File: src/hdl/exec_ops_pkg.sv
package exec_ops_pkg;

    ////////////////////////////////////////
    // Data path
    ////////////////////////////////////////

    localparam int unsigned xlen       = 32;
    localparam int unsigned shamt_bits = $clog2(xlen);

    // Instruction sizes in bytes, used for the link value
    localparam int unsigned inst_bytes            = 4;
    localparam int unsigned compressed_inst_bytes = 2;

    ////////////////////////////////////////
    // Operations
    ////////////////////////////////////////

    typedef enum logic [4:0] {
        NOP,
        LUI,
        ADD, SUB,
        SLT, SLTU,
        XOR, OR, AND,
        SLL, SRL, SRA,
        BEQ, BNE, BLT, BLTU, BGE, BGEU,
        JAL, JALR,
        LB, LBU, LH, LHU, LW,
        SB, SH, SW,
        ECALL,
        EBREAK
    } op_e;

    // Current privilege, as encoded by the privileged spec
    typedef enum logic [1:0] {
        USER    = 2'b00,
        MACHINE = 2'b11
    } priv_e;

    // Synchronous exception causes
    typedef enum logic [3:0] {
        INSTRUCTION_ADDRESS_MISALIGNED = 4'd0,
        ILLEGAL_INSTRUCTION            = 4'd2,
        BREAKPOINT                     = 4'd3,
        LOAD_ACCESS_FAULT              = 4'd5,
        ECALL_FROM_UMODE               = 4'd8,
        ECALL_FROM_MMODE               = 4'd11,
        NO_EXCEPTION                   = 4'd15
    } exc_code_e;

endpackage

File: src/hdl/mem_access_pkg.sv
package mem_access_pkg;

    ////////////////////////////////////////
    // Word layout
    ////////////////////////////////////////

    // Low address bits that pick a byte inside a word
    localparam int unsigned word_offset_bits = 2;
    localparam int unsigned bytes_per_word   = 1 << word_offset_bits;
    localparam int unsigned halves_per_word  = bytes_per_word / 2;

    // One enable per byte lane
    typedef logic [bytes_per_word-1:0] byte_en_t;

    ////////////////////////////////////////
    // Store data lanes
    ////////////////////////////////////////

    // Same word seen as bytes or as halfwords
    typedef union packed {
        logic [bytes_per_word-1:0][7:0]   bytes;
        logic [halves_per_word-1:0][15:0] halves;
    } store_word_u;

endpackage

File: src/hdl/int_result_if.sv
`timescale 1ns/100ps

interface int_result_if
    import exec_ops_pkg::*;
();

    logic [xlen-1:0] value;
    // Raw decision, before the kill check
    logic            take_branch;
    logic [xlen-1:0] jump_target;
    logic [xlen-1:0] link_value;

    modport source (
        output value, take_branch, jump_target, link_value
    );

    modport sink (
        input value, take_branch, jump_target, link_value
    );

endinterface

File: src/hdl/mem_req_if.sv
`timescale 1ns/100ps

interface mem_req_if
    import exec_ops_pkg::*;
    import mem_access_pkg::*;
();

    logic [xlen-1:0] address;
    logic            read_enable;
    byte_en_t        write_enable;
    logic [xlen-1:0] write_data;
    // Unaligned sum, kept for the load/store result
    logic [xlen-1:0] effective_address;

    modport source (
        output address, read_enable, write_enable, write_data, effective_address
    );

    modport sink (
        input address, read_enable, write_enable, write_data, effective_address
    );

endinterface

File: src/hdl/execute_stage.sv
`timescale 1ns/100ps

module execute_stage
    import exec_ops_pkg::*;
    import mem_access_pkg::*;
#(
    parameter int unsigned TAG_WIDTH = 3
)
(
    input  logic                 clk,
    input  logic                 reset_n,
    input  logic                 stall_i,
    input  logic [xlen-1:0]      pc_i,
    input  logic [xlen-1:0]      first_operand_i,
    input  logic [xlen-1:0]      second_operand_i,
    input  logic [xlen-1:0]      third_operand_i,
    input  op_e                  operation_i,
    input  logic                 compressed_i,
    input  logic [TAG_WIDTH-1:0] tag_i,
    input  priv_e                privilege_i,
    input  logic                 exc_illegal_inst_i,
    input  logic                 exc_misaligned_fetch_i,
    input  logic                 exc_load_access_fault_i,

    output logic                 killed_o,
    output logic                 jump_o,
    output logic [xlen-1:0]      jump_target_o,
    output logic [xlen-1:0]      mem_address_o,
    output logic                 mem_read_enable_o,
    output byte_en_t             mem_write_enable_o,
    output logic [xlen-1:0]      mem_write_data_o,
    output logic                 raise_exception_o,
    output exc_code_e            exception_code_o,
    output logic                 write_enable_o,
    output op_e                  operation_o,
    output logic [xlen-1:0]      result_o
);

    int_result_if int_res ();
    mem_req_if    mem_req ();

    integer_unit i_integer_unit (
        .pc_i             (pc_i),
        .first_operand_i  (first_operand_i),
        .second_operand_i (second_operand_i),
        .third_operand_i  (third_operand_i),
        .operation_i      (operation_i),
        .compressed_i     (compressed_i),
        .res              (int_res)
    );

    mem_access_unit i_mem_access_unit (
        .first_operand_i  (first_operand_i),
        .second_operand_i (second_operand_i),
        .third_operand_i  (third_operand_i),
        .operation_i      (operation_i),
        .req              (mem_req)
    );

    retire_control #(
        .TAG_WIDTH (TAG_WIDTH)
    ) i_retire_control (
        .clk                     (clk),
        .reset_n                 (reset_n),
        .stall_i                 (stall_i),
        .operation_i             (operation_i),
        .tag_i                   (tag_i),
        .privilege_i             (privilege_i),
        .exc_illegal_inst_i      (exc_illegal_inst_i),
        .exc_misaligned_fetch_i  (exc_misaligned_fetch_i),
        .exc_load_access_fault_i (exc_load_access_fault_i),
        .res                     (int_res),
        .req                     (mem_req),
        .killed_o                (killed_o),
        .jump_o                  (jump_o),
        .raise_exception_o       (raise_exception_o),
        .exception_code_o        (exception_code_o),
        .write_enable_o          (write_enable_o),
        .operation_o             (operation_o),
        .result_o                (result_o)
    );

    // Memory side goes straight out, stall does not gate it
    assign jump_target_o      = int_res.jump_target;
    assign mem_address_o      = mem_req.address;
    assign mem_read_enable_o  = mem_req.read_enable;
    assign mem_write_enable_o = mem_req.write_enable;
    assign mem_write_data_o   = mem_req.write_data;

endmodule

File: src/hdl/integer_unit.sv
`timescale 1ns/100ps

module integer_unit
    import exec_ops_pkg::*;
(
    input  logic [xlen-1:0] pc_i,
    input  logic [xlen-1:0] first_operand_i,
    input  logic [xlen-1:0] second_operand_i,
    input  logic [xlen-1:0] third_operand_i,
    input  op_e             operation_i,
    input  logic            compressed_i,
    int_result_if.source    res
);

    logic signed [xlen-1:0] first_signed;
    logic signed [xlen-1:0] second_signed;
    logic [shamt_bits-1:0]  shamt;
    logic [xlen-1:0]        sum;
    logic [xlen-1:0]        difference;
    logic                   equal;
    logic                   less_than;
    logic                   less_than_unsigned;

    assign first_signed  = first_operand_i;
    assign second_signed = second_operand_i;

    // Only the low bits of rs2 give the shift amount
    assign shamt = second_operand_i[shamt_bits-1:0];

    assign sum        = first_operand_i + second_operand_i;
    assign difference = first_operand_i - second_operand_i;

    assign equal              = first_operand_i == second_operand_i;
    assign less_than          = first_signed < second_signed;
    assign less_than_unsigned = first_operand_i < second_operand_i;

    ////////////////////////////////////////
    // ALU
    ////////////////////////////////////////

    always_comb begin
        unique case (operation_i)
            LUI:     res.value = second_operand_i;
            SUB:     res.value = difference;
            SLT:     res.value = xlen'(less_than);
            SLTU:    res.value = xlen'(less_than_unsigned);
            XOR:     res.value = first_operand_i ^ second_operand_i;
            OR:      res.value = first_operand_i | second_operand_i;
            AND:     res.value = first_operand_i & second_operand_i;
            SLL:     res.value = first_operand_i << shamt;
            SRL:     res.value = first_operand_i >> shamt;
            SRA:     res.value = first_signed >>> shamt;
            default: res.value = sum;
        endcase
    end

    ////////////////////////////////////////
    // Branch decision
    ////////////////////////////////////////

    always_comb begin
        unique case (operation_i)
            BEQ:       res.take_branch = equal;
            BNE:       res.take_branch = !equal;
            BLT:       res.take_branch = less_than;
            BGE:       res.take_branch = !less_than;
            BLTU:      res.take_branch = less_than_unsigned;
            BGEU:      res.take_branch = !less_than_unsigned;
            JAL, JALR: res.take_branch = 1'b1;
            default:   res.take_branch = 1'b0;
        endcase
    end

    // Conditional branches use the immediate in the third operand
    always_comb begin
        unique case (operation_i)
            JAL:     res.jump_target = sum;
            JALR:    res.jump_target = {sum[xlen-1:1], 1'b0};
            default: res.jump_target = pc_i + third_operand_i;
        endcase
    end

    // Return address skips a 16 or 32 bit instruction
    assign res.link_value = pc_i + (compressed_i ? xlen'(compressed_inst_bytes)
                                                 : xlen'(inst_bytes));

    jalr_target_aligned: assert final (operation_i != JALR || !res.jump_target[0])
        else $error("JALR target has bit 0 set");

endmodule

File: src/hdl/mem_access_unit.sv
`timescale 1ns/100ps

module mem_access_unit
    import exec_ops_pkg::*;
    import mem_access_pkg::*;
(
    input  logic [xlen-1:0] first_operand_i,
    input  logic [xlen-1:0] second_operand_i,
    input  logic [xlen-1:0] third_operand_i,
    input  op_e             operation_i,
    mem_req_if.source       req
);

    logic [xlen-1:0]             effective_address;
    logic [word_offset_bits-1:0] offset;
    store_word_u                 store_lanes;

    ////////////////////////////////////////
    // Address
    ////////////////////////////////////////

    // Base register plus immediate
    assign effective_address = first_operand_i + second_operand_i;
    assign offset            = effective_address[word_offset_bits-1:0];

    assign req.effective_address = effective_address;
    assign req.address = {effective_address[xlen-1:word_offset_bits],
                          {word_offset_bits{1'b0}}};

    assign req.read_enable = operation_i inside {LB, LBU, LH, LHU, LW};

    ////////////////////////////////////////
    // Byte enables
    ////////////////////////////////////////

    always_comb begin
        unique case (operation_i)
            SB:      req.write_enable = byte_en_t'(1) << offset;
            SH:      req.write_enable = offset[1] ? byte_en_t'(4'b1100) : byte_en_t'(4'b0011);
            SW:      req.write_enable = '1;
            default: req.write_enable = '0;
        endcase
    end

    ////////////////////////////////////////
    // Store data
    ////////////////////////////////////////

    // Data is copied to every lane, enables pick the live ones
    always_comb begin
        store_lanes.bytes = third_operand_i;
        unique case (operation_i)
            SB: begin
                for (int i = 0; i < bytes_per_word; i++) begin
                    store_lanes.bytes[i] = third_operand_i[7:0];
                end
            end
            SH: begin
                for (int i = 0; i < halves_per_word; i++) begin
                    store_lanes.halves[i] = third_operand_i[15:0];
                end
            end
            default: begin
            end
        endcase
    end

    assign req.write_data = store_lanes.bytes;

    no_read_and_write: assert final (!(req.read_enable && req.write_enable != '0))
        else $error("Load and store requested together");

endmodule

File: src/hdl/retire_control.sv
`timescale 1ns/100ps

module retire_control
    import exec_ops_pkg::*;
#(
    parameter int unsigned TAG_WIDTH = 3
)
(
    input  logic                 clk,
    input  logic                 reset_n,
    input  logic                 stall_i,
    input  op_e                  operation_i,
    input  logic [TAG_WIDTH-1:0] tag_i,
    input  priv_e                privilege_i,
    input  logic                 exc_illegal_inst_i,
    input  logic                 exc_misaligned_fetch_i,
    input  logic                 exc_load_access_fault_i,
    int_result_if.sink           res,
    mem_req_if.sink              req,
    output logic                 killed_o,
    output logic                 jump_o,
    output logic                 raise_exception_o,
    output exc_code_e            exception_code_o,
    output logic                 write_enable_o,
    output op_e                  operation_o,
    output logic [xlen-1:0]      result_o
);

    logic [TAG_WIDTH-1:0] curr_tag;
    logic                 killed;
    logic                 mem_access;
    logic                 write_enable;
    logic [xlen-1:0]      result;

    ////////////////////////////////////////
    // Tag and kill
    ////////////////////////////////////////

    // Stale tag means the instruction is on a flushed path
    assign killed   = curr_tag != tag_i;
    assign killed_o = killed;
    assign jump_o   = res.take_branch && !killed;

    always_ff @(posedge clk or negedge reset_n) begin
        if (!reset_n) begin
            curr_tag <= '0;
        end else if (jump_o || raise_exception_o) begin
            curr_tag <= curr_tag + 1'b1;
        end
    end

    ////////////////////////////////////////
    // Exceptions
    ////////////////////////////////////////

    assign mem_access = req.read_enable || req.write_enable != '0;

    // Highest priority first
    always_comb begin
        raise_exception_o = !killed;
        exception_code_o  = NO_EXCEPTION;
        if (killed) begin
            exception_code_o = NO_EXCEPTION;
        end else if (exc_illegal_inst_i) begin
            exception_code_o = ILLEGAL_INSTRUCTION;
        end else if (exc_misaligned_fetch_i) begin
            exception_code_o = INSTRUCTION_ADDRESS_MISALIGNED;
        end else if (operation_i == ECALL) begin
            exception_code_o = (privilege_i == USER) ? ECALL_FROM_UMODE : ECALL_FROM_MMODE;
        end else if (operation_i == EBREAK) begin
            exception_code_o = BREAKPOINT;
        end else if (exc_load_access_fault_i && mem_access) begin
            exception_code_o = LOAD_ACCESS_FAULT;
        end else begin
            raise_exception_o = 1'b0;
        end
    end

    ////////////////////////////////////////
    // Result and write-back
    ////////////////////////////////////////

    always_comb begin
        unique case (operation_i)
            JAL, JALR:                   result = res.link_value;
            LB, LBU, LH, LHU, LW,
            SB, SH, SW:                  result = req.effective_address;
            default:                     result = res.value;
        endcase
    end

    // No register write for stores and branches
    always_comb begin
        unique case (operation_i)
            NOP, SB, SH, SW,
            BEQ, BNE, BLT, BLTU,
            BGE, BGEU: write_enable = 1'b0;
            default:   write_enable = !(killed || raise_exception_o);
        endcase
    end

    always_ff @(posedge clk or negedge reset_n) begin
        if (!reset_n) begin
            write_enable_o <= 1'b0;
            operation_o    <= NOP;
            result_o       <= '0;
        end else if (stall_i) begin
            // Bubble into write-back
            write_enable_o <= 1'b0;
            operation_o    <= NOP;
            result_o       <= '0;
        end else begin
            write_enable_o <= write_enable;
            operation_o    <= operation_i;
            result_o       <= result;
        end
    end

    killed_is_quiet: assert property (@(posedge clk) disable iff (!reset_n)
        killed_o |-> !(raise_exception_o || jump_o))
        else $error("Killed instruction raised a jump or exception");

endmodule

File: config.mk
export PLATFORM = sky130hd
export DESIGN_NAME = execute_stage
export DESIGN_NICKNAME = d
export VERILOG_FILES = /design/src/hdl/exec_ops_pkg.sv /design/src/hdl/mem_access_pkg.sv /design/src/hdl/int_result_if.sv /design/src/hdl/mem_req_if.sv /design/src/hdl/execute_stage.sv /design/src/hdl/integer_unit.sv /design/src/hdl/mem_access_unit.sv /design/src/hdl/retire_control.sv
export SDC_FILE = /design/constraint.sdc
export NUM_CORES = 1
export LEC_CHECK = 0
export ABC_AREA = 1
export BUFFER_PORTS_ARGS = -buffer_cell sky130_fd_sc_hd__buf_2
export CELL_PAD_IN_SITES_DETAIL_PLACEMENT = 0
export CELL_PAD_IN_SITES_GLOBAL_PLACEMENT = 1
export CORE_AREA = 2 2 193 243
export CTS_CLUSTER_DIAMETER = 80
export DETAILED_ROUTE_END_ITERATION = 16
export DIE_AREA = 0 0 195 245
export PLACE_DENSITY_LB_ADDON = 0.1
export SLEW_MARGIN = 40
export SYNTH_ARGS = -nofsm -noshare
export SYNTH_HDL_FRONTEND = slang
export SYNTH_SLANG_ARGS = --single-unit
File: constraint.sdc
create_clock -name clk -period 2.6 [get_ports clk]
set_clock_uncertainty 0.05 [all_clocks]
set_input_delay 0.26 -clock clk [delete_from_list [all_inputs] [get_ports clk]]
set_output_delay 0.26 -clock clk [all_outputs]
set_load 0.03 [all_outputs]
-- Word level (Yosys, flattened, before mapping)
Cells that the tools add are included.
- bitwise gates (word level): 3
- order comparisons: 2
- shift-type cells: 4
- divide/modulo/power cells: 0
- eq/ne operators: 30
- $add $sub $neg: 5
- reduce and logical (&&, ||, !) cells: 17
- $mul: 0
- mux-type cells: 25
- operator list (kind ; number):
    $pmux 32 s10 ; 1
    $pmux 32 s2 ; 3
    $add 32x32->32 ; 3
    $eq 5x5->1 const B ; 14
    $lt 32x32->1 ; 2
    $eq 5x4->1 const B ; 8
    $and 32x32->32 ; 1
    $eq 32x32->1 ; 1
    $mux 32 ; 1
    $or 32x32->32 ; 1
    $shl 32x5->32 ; 1
    $shr 32x5->32 ; 1
    $sshr 32x5->32 ; 1
    $sub 32x32->32 ; 1
    $xor 32x32->32 ; 1
    $mux 4 ; 7
    $eq 5x3->1 const B ; 4
    $pmux 4 s3 ; 1
    $reduce_or 10->1 ; 1
    $mux 1 ; 8
    $reduce_or 8->1 ; 1
    $pmux 1 s7 ; 1
    $eq 5x1->1 const B ; 1
    $eq 5x2->1 const B ; 1
    14 further kinds ; 21
- bits in read-only memories: 0
- bits of input ports: 145
- memory bits (writable): 0
- memories kept: 0
- logic and storage cells: 90
- latch bits: 0
- output and inout bits: 146
- register bits: 41

-- Logic depth before layout (Yosys ltp)
Gate-level depths: netlist of run 1.
- depth after elaboration: 16
- gate-level depth with buffers: 21
- mapped depth without buffers: 19

-- Hierarchy
Synthesis of run 1 repeated with hierarchy kept, for this count alone.
- cells, all modules: 3625
- area total of the unflattened synthesis: 18522.8 um2
- by module, submodules not included (module ; cells an instance ; times used ; area an instance (um2)):
    integer_unit ; 2684 ; 1 ; 13140.1
    mem_access_unit ; 644 ; 1 ; 3155.5
    retire_control ; 297 ; 1 ; 2227.1

-- Worst setup path after synthesis of run 1
Ideal clock, no wire load.
- path kind: input-to-output
- start point: in second_operand_i[2]
- end point: out jump_target_o[9]
- arrival time: 2.921 ns
- stages on the path: 12
- setup slack: -0.631 ns
- buffers on the path: 3
- cell sequence: clkbuf_1 > inv_1 > buf_2 > buf_1 > ha_1 > nand2_1 > nand3_1 > a21oi_1 > o21ai_0 > xor2_1 > nand2_1 > o21ai_0
- cells in the longest elaborated chain, start to end: 2
- RTL lines (element ; line ; RTL):
    from (decl) ; execute_stage.sv:15 ; input logic [xlen-1:0] second_operand_i,
    $add 32x32->32 ; n/a ;
    via mem_address_o[9] ; execute_stage.sv:28 ; output logic [xlen-1:0] mem_address_o,
    $pmux 32 s2 ; integer_unit.sv:76 ; unique case (operation_i)
    to (decl) ; execute_stage.sv:27 ; output logic [xlen-1:0] jump_target_o,
The timed path passes the listed nets, and every way through them passes these cells.

-- Worst setup path in the final report of run 1
- start point: in second_operand_i[0]
- end point: reg i_retire_control.result_o[18]
- cells in the longest elaborated chain, start to end: 4
- elaborated cells on any way between the ends: 8
- classes of those cells: add/sub: 2; shift: 3; mux: 3
- RTL lines (element ; line ; RTL):
    $add 32x32->32, or another cell as far along ; integer_unit.sv:30, mem_access_unit.sv:23 ;
    $pmux 32 s10 ; integer_unit.sv:42 ; unique case (operation_i)
    $pmux 32 s2 * ; retire_control.sv:84 ; unique case (operation_i)
    $mux 32 * ; retire_control.sv:107 ; end else if (stall_i) begin
    to (signal assigned) ; retire_control.sv:115 ; result_o <= result;
    to (decl) ; retire_control.sv:26 ; output logic [xlen-1:0] result_o
Every way passes the cells marked *; elsewhere a longest branch is shown, timed or not.
A chain may end at the register's enable or synchronous reset.

==> qor.csv, run 1 <==
stage,metric,value,unit
clock_network,CTS buffer count,5,
synthesis,top_reg_cell synth,dfrtp_1,
floorplanning,Vert. Die Dim,245,um
synthesis,YS warnings,0,
clock_network,Clock Tree Root,clkbuf_16,
sta,Least-Margin Pin Slew,831.6,ps
synthesis,Synth Instances,2971,
synthesis,Area contributors post-synth,"nand2_1 23%, ha_1 10%, nand3_1 10%",
floorplanning,Die Width,195,um
clock_network,"Clk Latency, worst-skew pair",300,ps
critical_path,CP Max Fanout,22,
global_route,global-route wire length before repair,150.2,mm
synthesis,"EDFF count, synth",0,
synthesis,share of the synthesized area in the top cell type,22.58,%
sta,final hold viol count,0,
global_route,GR Overflow Total,0,
sta,Fin Hold WS,231.1,ps
synthesis,Synth area leader,nand2_1,
min_path,hold path depth,3,
clock_network,H-tree Lvls,2,
global_route,vias in the first global route,24410,
synthesis,Synth Cell Area,15770,um2
synthesis,sequential area share after synthesis,6.505,%
synthesis,post-synthesis cell type count,63,
synthesis,Async SR Flop Fraction,100.0,%
critical_path,Crit Path Class,input port to flip-flop,
routing,via count,25080,
sta,worst relative slew slack,44.50,%
placement,pre-CTS setup slack,-429.7,ps
run,MaxCap Viol Count,0,
power_and_ir_drop,P_leak,13.48,nW
cells_and_area,register area,1026,um2
clock_network,Clock Path Buffers,2,
sta,Final period util,100.1,%
global_route,GRT Total Usage,42.43,%
floorplanning,# IOs,291,
critical_path,Worst setup EP type,flip-flop,
synthesis,"top cells by count, synth","949 x nand2_1, 322 x nand3_1, 319 x inv_1, 261 x nor2_1, 207 x a21oi_1",
critical_path,Startpoint Class,input port,
outcome,failing checks,negative setup slack,
routing,drt pass-1 iters,7,
floorplanning,Initial Util,34.60,%
sta,Slew Limit Fails,0,
cells_and_area,Fillers,4766,
clock_network,clk slew on worst S/H paths,70,ps
placement,Buffers on Ports,288,
power_and_ir_drop,Power Dens Cells,329.6,nW/um2
sta,final worst slack,-1.965,ps
routing,total wire length,106.0,mm
min_path,worst min path class,input port to flip-flop,
critical_path,"Arr. time, crit path",2720,ps
sta,Final setup viols,2,
cells_and_area,Layout Utilization,56.58,%
routing,DR vias/cell,5.541,
power_and_ir_drop,Total Power,8.501,mW
sta,RSZ-0062 raised after global routing,true,
global_route,largest net degree at the start of global routing,68,
routing,DRT antenna net count,0,
synthesis,register bit total from synthesis,41,
cells_and_area,NumNets Final,4219,
outcome,status,finished with violations,
global_route,initial antenna violation count,4,
placement,hpwl dp,88.63,mm
placement,GPL Wtd Cong,1.110,
synthesis,Post-Syn Area per Cell,5.309,um2
sta,highest clock rate,384.3,MHz
cells_and_area,share of cells above drive strength 1,39.44,%
critical_path,reg2reg path depth,8,
synthesis,"count leader, synth",nand2_1,
cells_and_area,Area Growth Syn to Fin,63.53,%
routing,DR iter-0 viols,2284,
routing,DRC Markers,0,
clock_network,CTS tree,yes,
routing,WL/cell,23.42,um
floorplanning,area of the core,45580,um2
floorplanning,# rows,88,
sta,fin crit period,2602,ps
cells_and_area,area occupied by multi-input gates,14610,um2
clock_network,Clock Sinks,41,
power_and_ir_drop,Peak VDD IR,0.3162,mV
critical_path,worst path required time,2720,ps
floorplanning,die area,47780,um2
[power breakdown]
part	total [mW]	switching (mW)	internal, mW
clock network	0.771	0.315	0.456
logic	6.94	4.24	2.70
registers	0.789	0.0553	0.734
[layout make-up]
| type | count | share of cell area [%] |
|---|---|---|
| multi-input combinational | 2454 | 56.64 |
| sequential | 41 | 3.978 |
| clock buffer | 5 | 0.4851 |
| clock inverter | 3 | 0.1698 |
| timing repair buffer | 1091 | 30.72 |
| tap | 585 | 2.838 |
| inverter | 346 | 5.161 |
| antenna | 1 | 0.009702 |
[logic make-up after synthesis]
family / after synthesis / synth area share, %
xor+xnor: 43 / 2.388
fa+ha+maj: 135 / 10.90
buf+inv: 477 / 12.72
other cells: 1 / 0.02378
simple gates: 1715 / 47.05
compound gates: 548 / 19.66
flops: 41 / 6.505
mux: 11 / 0.7536
[per-stage QoR]
step           std cells  setup TNS [ps]  instance area, um2
6_report            4526          -3.020               25790
5_1_grt             4525          -805.5               25790
4_1_cts             4503          -88.27               24600
3_5_place_dp        4486          -13170               23620
3_3_place_gp        4486          -12290               23620
2_1_floorplan       2972          -47.85               16100
[per-layer routing]
metal | part of all wire [%] | global-route usage, % | wire (um) | vias to the layer above
li1 | - | - | - | 11700
met4 | 11 | 40.17 | 11930 | 6
met5 | 0.042 | 0 | 44 | -
met2 | 46 | 72.35 | 48910 | 1378
met1 | 35 | 44.37 | 36640 | 11580
met3 | 8.0 | 7.172 | 8491 | 411
[critical path: stages]
cell and delay, ps:
buf_6 130, buf_12 160, buf_4 200, nand2_1 80, inv_1 60, a21oi_1 220, nand2_1 100, nand3_1 170
nand2_1 210, nand2_1 110, nand2_1 40, nand3b_1 170, nand2_1 310, nand3_1 270, nand2_1 130, a21oi_1 70
[flip-flops by register name (all words and copies together) (netlist names)]
signal / cells
i_retire_control.curr_tag: 3
i_retire_control.operation_o: 5
i_retire_control.result_o: 32
i_retire_control.write_enable_o: 1
[cell usage in the layout (no fill, tap or decap), types with 28 or more instances in the layout]
cell | Yosys | final
a21oi_1 | 207 | 155
a21oi_2 | 1 | 43
buf_2 | 55 | 258
buf_4 | 17 | 779
dfrtp_1 | 41 | 41
ha_1 | 131 | 74
ha_4 | 0 | 45
inv_1 | 319 | 269
inv_2 | 24 | 67
nand2_1 | 949 | 880
nand2_2 | 6 | 69
nand3_1 | 322 | 296
nand3_2 | 8 | 30
nand4_1 | 41 | 41
nor2_1 | 261 | 217
nor2_2 | 5 | 28
nor2_4 | 12 | 33
nor3_1 | 53 | 45
o21ai_0 | 179 | 136
o21ai_1 | 17 | 35
[final timing paths]
path	from	slack, ps	end
setup / recovery	second_operand_i[0]	-2	i_retire_control.result_o[18]$_DFF_PN0_
hold / removal	operation_i[1]	230	i_retire_control.operation_o[1]$_DFF_PN0_
setup reg to reg	i_retire_control.curr_tag[0]$_DFFE_PN0P_	990	i_retire_control.curr_tag[2]$_DFFE_PN0P_
hold reg to reg	i_retire_control.curr_tag[1]$_DFFE_PN0P_	530	i_retire_control.curr_tag[1]$_DFFE_PN0P_
max in group asynchronous	reset_n	1660	i_retire_control.result_o[27]$_DFF_PN0_
min in group asynchronous	reset_n	420	i_retire_control.operation_o[2]$_DFF_PN0_
[what timing repair did]
| item | in CTS | in global routing |
|---|---|---|
| setup endpoints to repair | 48 | 47 |
| setup buffers | 8 | 25 |
| pin swaps | 29 | 96 |
| resized for setup | 186 | 295 |
| hold buffers | 1 | 0 |
| endpoints found under the hold margin | 41 | 0 |
Note: power is estimated with default switching activity, not from simulation.
==> run 2: changes to the inputs <==
--- a/config.mk
+++ b/config.mk
@@ -14,6 +14,7 @@
 export DETAILED_ROUTE_END_ITERATION = 16
 export DIE_AREA = 0 0 195 245
 export PLACE_DENSITY_LB_ADDON = 0.1
+export SETUP_SLACK_MARGIN = 0.4
 export SLEW_MARGIN = 40
 export SYNTH_ARGS = -nofsm -noshare
 export SYNTH_HDL_FRONTEND = slang
==> qor.csv, run 2 (synthesis gave the netlist of run 1 again) <==
stage,metric,value,unit,change
cells_and_area,largest reg by FF count,i_retire_control.result_o,,
sta,Least-Margin Pin Slew,906.0,ps,+74.47 ps
cells_and_area,final std cells w/o fill,4649,,+2.7%
cells_and_area,Largest register FFs,32,,unchanged
sta,RSZ-0062 raised after global routing,true,,
sta,Final period util,101.2,%,+1.1 points
routing,DRC Markers,0,,unchanged
critical_path,Worst setup EP type,primary output,,
routing,DR iter-0 viols,2017,,-12%
clock_network,"Clk Latency, worst-skew pair",290,ps,about the same
routing,via count,26430,,+5.4%
global_route,global-route wire length before repair,156.9,mm,+4.5%
global_route,met3 usage,6.238,%,-0.93 points
sta,Final setup viols,3,,+1
critical_path,critical path's top delay family,simple AND/OR/NAND/NOR gates,,
cells_and_area,Fillers,4005,,-16%
power_and_ir_drop,Peak VDD IR,0.3779,mV,+20%
placement,pre-CTS setup slack,-429.6,ps,+0.1080 ps
critical_path,CP max stage cell,fa_2,,
run,MaxCap Viol Count,0,,unchanged
placement,hpwl dp,89.61,mm,+1.1%
global_route,largest net degree at the start of global routing,45,,-34%
routing,total wire length,113.3,mm,+6.9%
power_and_ir_drop,Power Dens Cells,344.3,nW/um2,+4.5%
critical_path,Startpoint Class,input port,,
outcome,status,finished with violations,,
power_and_ir_drop,P_leak,15.12,nW,+12%
critical_path,Crit Path Class,input port to primary output,,
placement,placed insts,4496,,+0.22%
sta,final worst slack,-30.46,ps,-28.50 ps
routing,drt pass-1 iters,5,,-2
floorplanning,Die Width,195,um,unchanged
critical_path,worst-path cell chain,"buf_8, inv_6, ha_4, inv_2, fa_2, nand2_2, nand2_1, nand4_1, nand2_2, nand2_2, nand2_4, nand2_4, a21oi_1, nor2_1, nand3_2, nand2_2, inv_4, buf_6",,
floorplanning,# IOs,291,,unchanged
sta,fin crit period,2630,ps,+28.50 ps
clock_network,clk slew on worst S/H paths,70,ps,about the same
floorplanning,Initial Util,34.60,%,unchanged
critical_path,worst path required time,2290,ps,-430 ps
clock_network,H-tree Lvls,2,,unchanged
placement,GPL Wtd Cong,1.094,,-1.4%
sta,final hold viol count,0,,unchanged
clock_network,Clock Path Buffers,2,,unchanged
cells_and_area,most frequent cells in the layout,"795 x buf_4, 764 x nand2_1, 248 x nand3_1, 215 x inv_1, 203 x buf_6",,
critical_path,CP Max Fanout,6,,-73%
floorplanning,area of the core,45580,um2,unchanged
routing,WL/cell,24.37,um,+4.0%
critical_path,"Arr. time, crit path",2320,ps,-400 ps
sta,worst relative slew slack,39.53,%,-5.0 points
clock_network,CTS tree,yes,,
global_route,busiest grt layer,met2,,
cells_and_area,Top Registers,"i_retire_control.result_o: 32 flops, i_retire_control.operation_o: 5 flops, i_retire_control.curr_tag: 3 flops",,
critical_path,most frequent CP cell,nand2_2,,
cells_and_area,Area Growth Syn to Fin,94.52,%,
global_route,initial antenna violation count,1,,-3
global_route,met2 GRT Util,75.66,%,+3.3 points
floorplanning,Vert. Die Dim,245,um,unchanged
routing,DRT antenna net count,0,,unchanged
outcome,failing checks,negative setup slack,,
routing,DR vias/cell,5.685,,+2.6%
critical_path,WP buf/inv,5,,+1
global_route,vias in the first global route,25950,,+6.3%
cells_and_area,"final std cell area, no fill",30680,um2,+19%
global_route,grt met1 use,46.86,%,+2.5 points
clock_network,Clock Tree Root,clkbuf_16,,
critical_path,slowest cell delay on critical path,370,ps,+60 ps
placement,Buffers on Ports,288,,unchanged
floorplanning,die area,47780,um2,unchanged
sta,Slew Limit Fails,0,,unchanged
floorplanning,# rows,88,,unchanged
clock_network,CTS buffer count,5,,unchanged
global_route,GRT Total Usage,43.88,%,+1.4 points
cells_and_area,"commonest non-fill, non-tap cell in the layout",buf_4,,
cells_and_area,NumNets Final,4342,,+2.9%
global_route,GR Overflow Total,0,,unchanged
sta,highest clock rate,380.2,MHz,-1.1%
clock_network,Clock Sinks,41,,unchanged
cells_and_area,Layout Utilization,67.31,%,+11 points
placement,placed cell area,24170,um2,+2.4%
min_path,worst min path class,input port to flip-flop,,
cells_and_area,share of cells above drive strength 1,51.02,%,+12 points
==> run 2: cell types whose count changed in the layout (fill, tap and decap cells not counted), sizes merged <==
cell / delta
bufinv: +1
clkinv: +2
clkbuf: -3
clkinvlp: -1
buf: +126
inv: -2
==> run 2: final timing paths <==
kind                                                           from                                   endpoint  slack (ps)  cells past startpoint
max                                              first_operand_i[0]                                     jump_o         -30                     18
min                                                  operation_i[3]  i_retire_control.operation_o[3]$_DFF_PN0_         230                      4
max reg2reg                i_retire_control.curr_tag[0]$_DFFE_PN0P_   i_retire_control.curr_tag[1]$_DFFE_PN0P_         990                      8
min reg2reg                i_retire_control.curr_tag[1]$_DFFE_PN0P_   i_retire_control.curr_tag[1]$_DFFE_PN0P_         540                      2
max in group asynchronous                                   reset_n    i_retire_control.result_o[20]$_DFF_PN0_        1610                      2
min in group asynchronous                                   reset_n   i_retire_control.curr_tag[0]$_DFFE_PN0P_         470                      2
==> run 2: report_power, final <==
part | internal [mW] | leakage, nW | switching, mW | total [mW]
clock | 0.555 | 0.0944 | 0.305 | 0.860
combinational | 3.75 | 14.5 | 5.15 | 8.90
sequential | 0.734 | 0.530 | 0.0674 | 0.801
==> run 2: per-stage QoR <==
step / TNS [ps] / hold WS (ps) / power (mW)
global route: -510.1 / 240.0 / 10.96
floorplan: 0 / -85.59 / 4.166
global placement: -12320 / 423.6 / 7.320
detailed placement: -13760 / 253.5 / 7.355
finish: -48.46 / 234.9 / 10.56
CTS: -52.16 / 274.5 / 9.329
==> run 2: repair_timing <==
action / in CTS / in global routing
pin swaps: 182 / 194
endpoints found under the hold margin: 41 / 0
endpoints found under the setup margin: 107 / 123
cloned: 0 / 1
hold buffers: 1 / 0
buffers inserted: 75 / 67
gates resized for setup: 758 / 596
==> run 2: layout make-up <==
cell class	count	area [um2]	share of cell area [%]
repair buffers	1214	9941	32.40
inverters	346	1460	4.759
diodes	1	2.502	0.008156
multi-input cells	2454	17330	56.47
flip-flops and latches	41	1026	3.344
clock inverters	3	68.82	0.2243
well taps	585	732.0	2.386
clock buffers	5	125.1	0.4078
==> run 2: per-layer routing <==
metal / up-vias / routed length, um
met5: - / 0
met4: 0 / 12800
met3: 541 / 8789
met2: 1466 / 52220
met1: 12490 / 39490
li1: 11930 / -
==> run 2: worst min-delay path, cell delays in order <==
cell and delay (ps):
buf_8 110, clkinv_8 50, buf_4 90, nor2_1 30
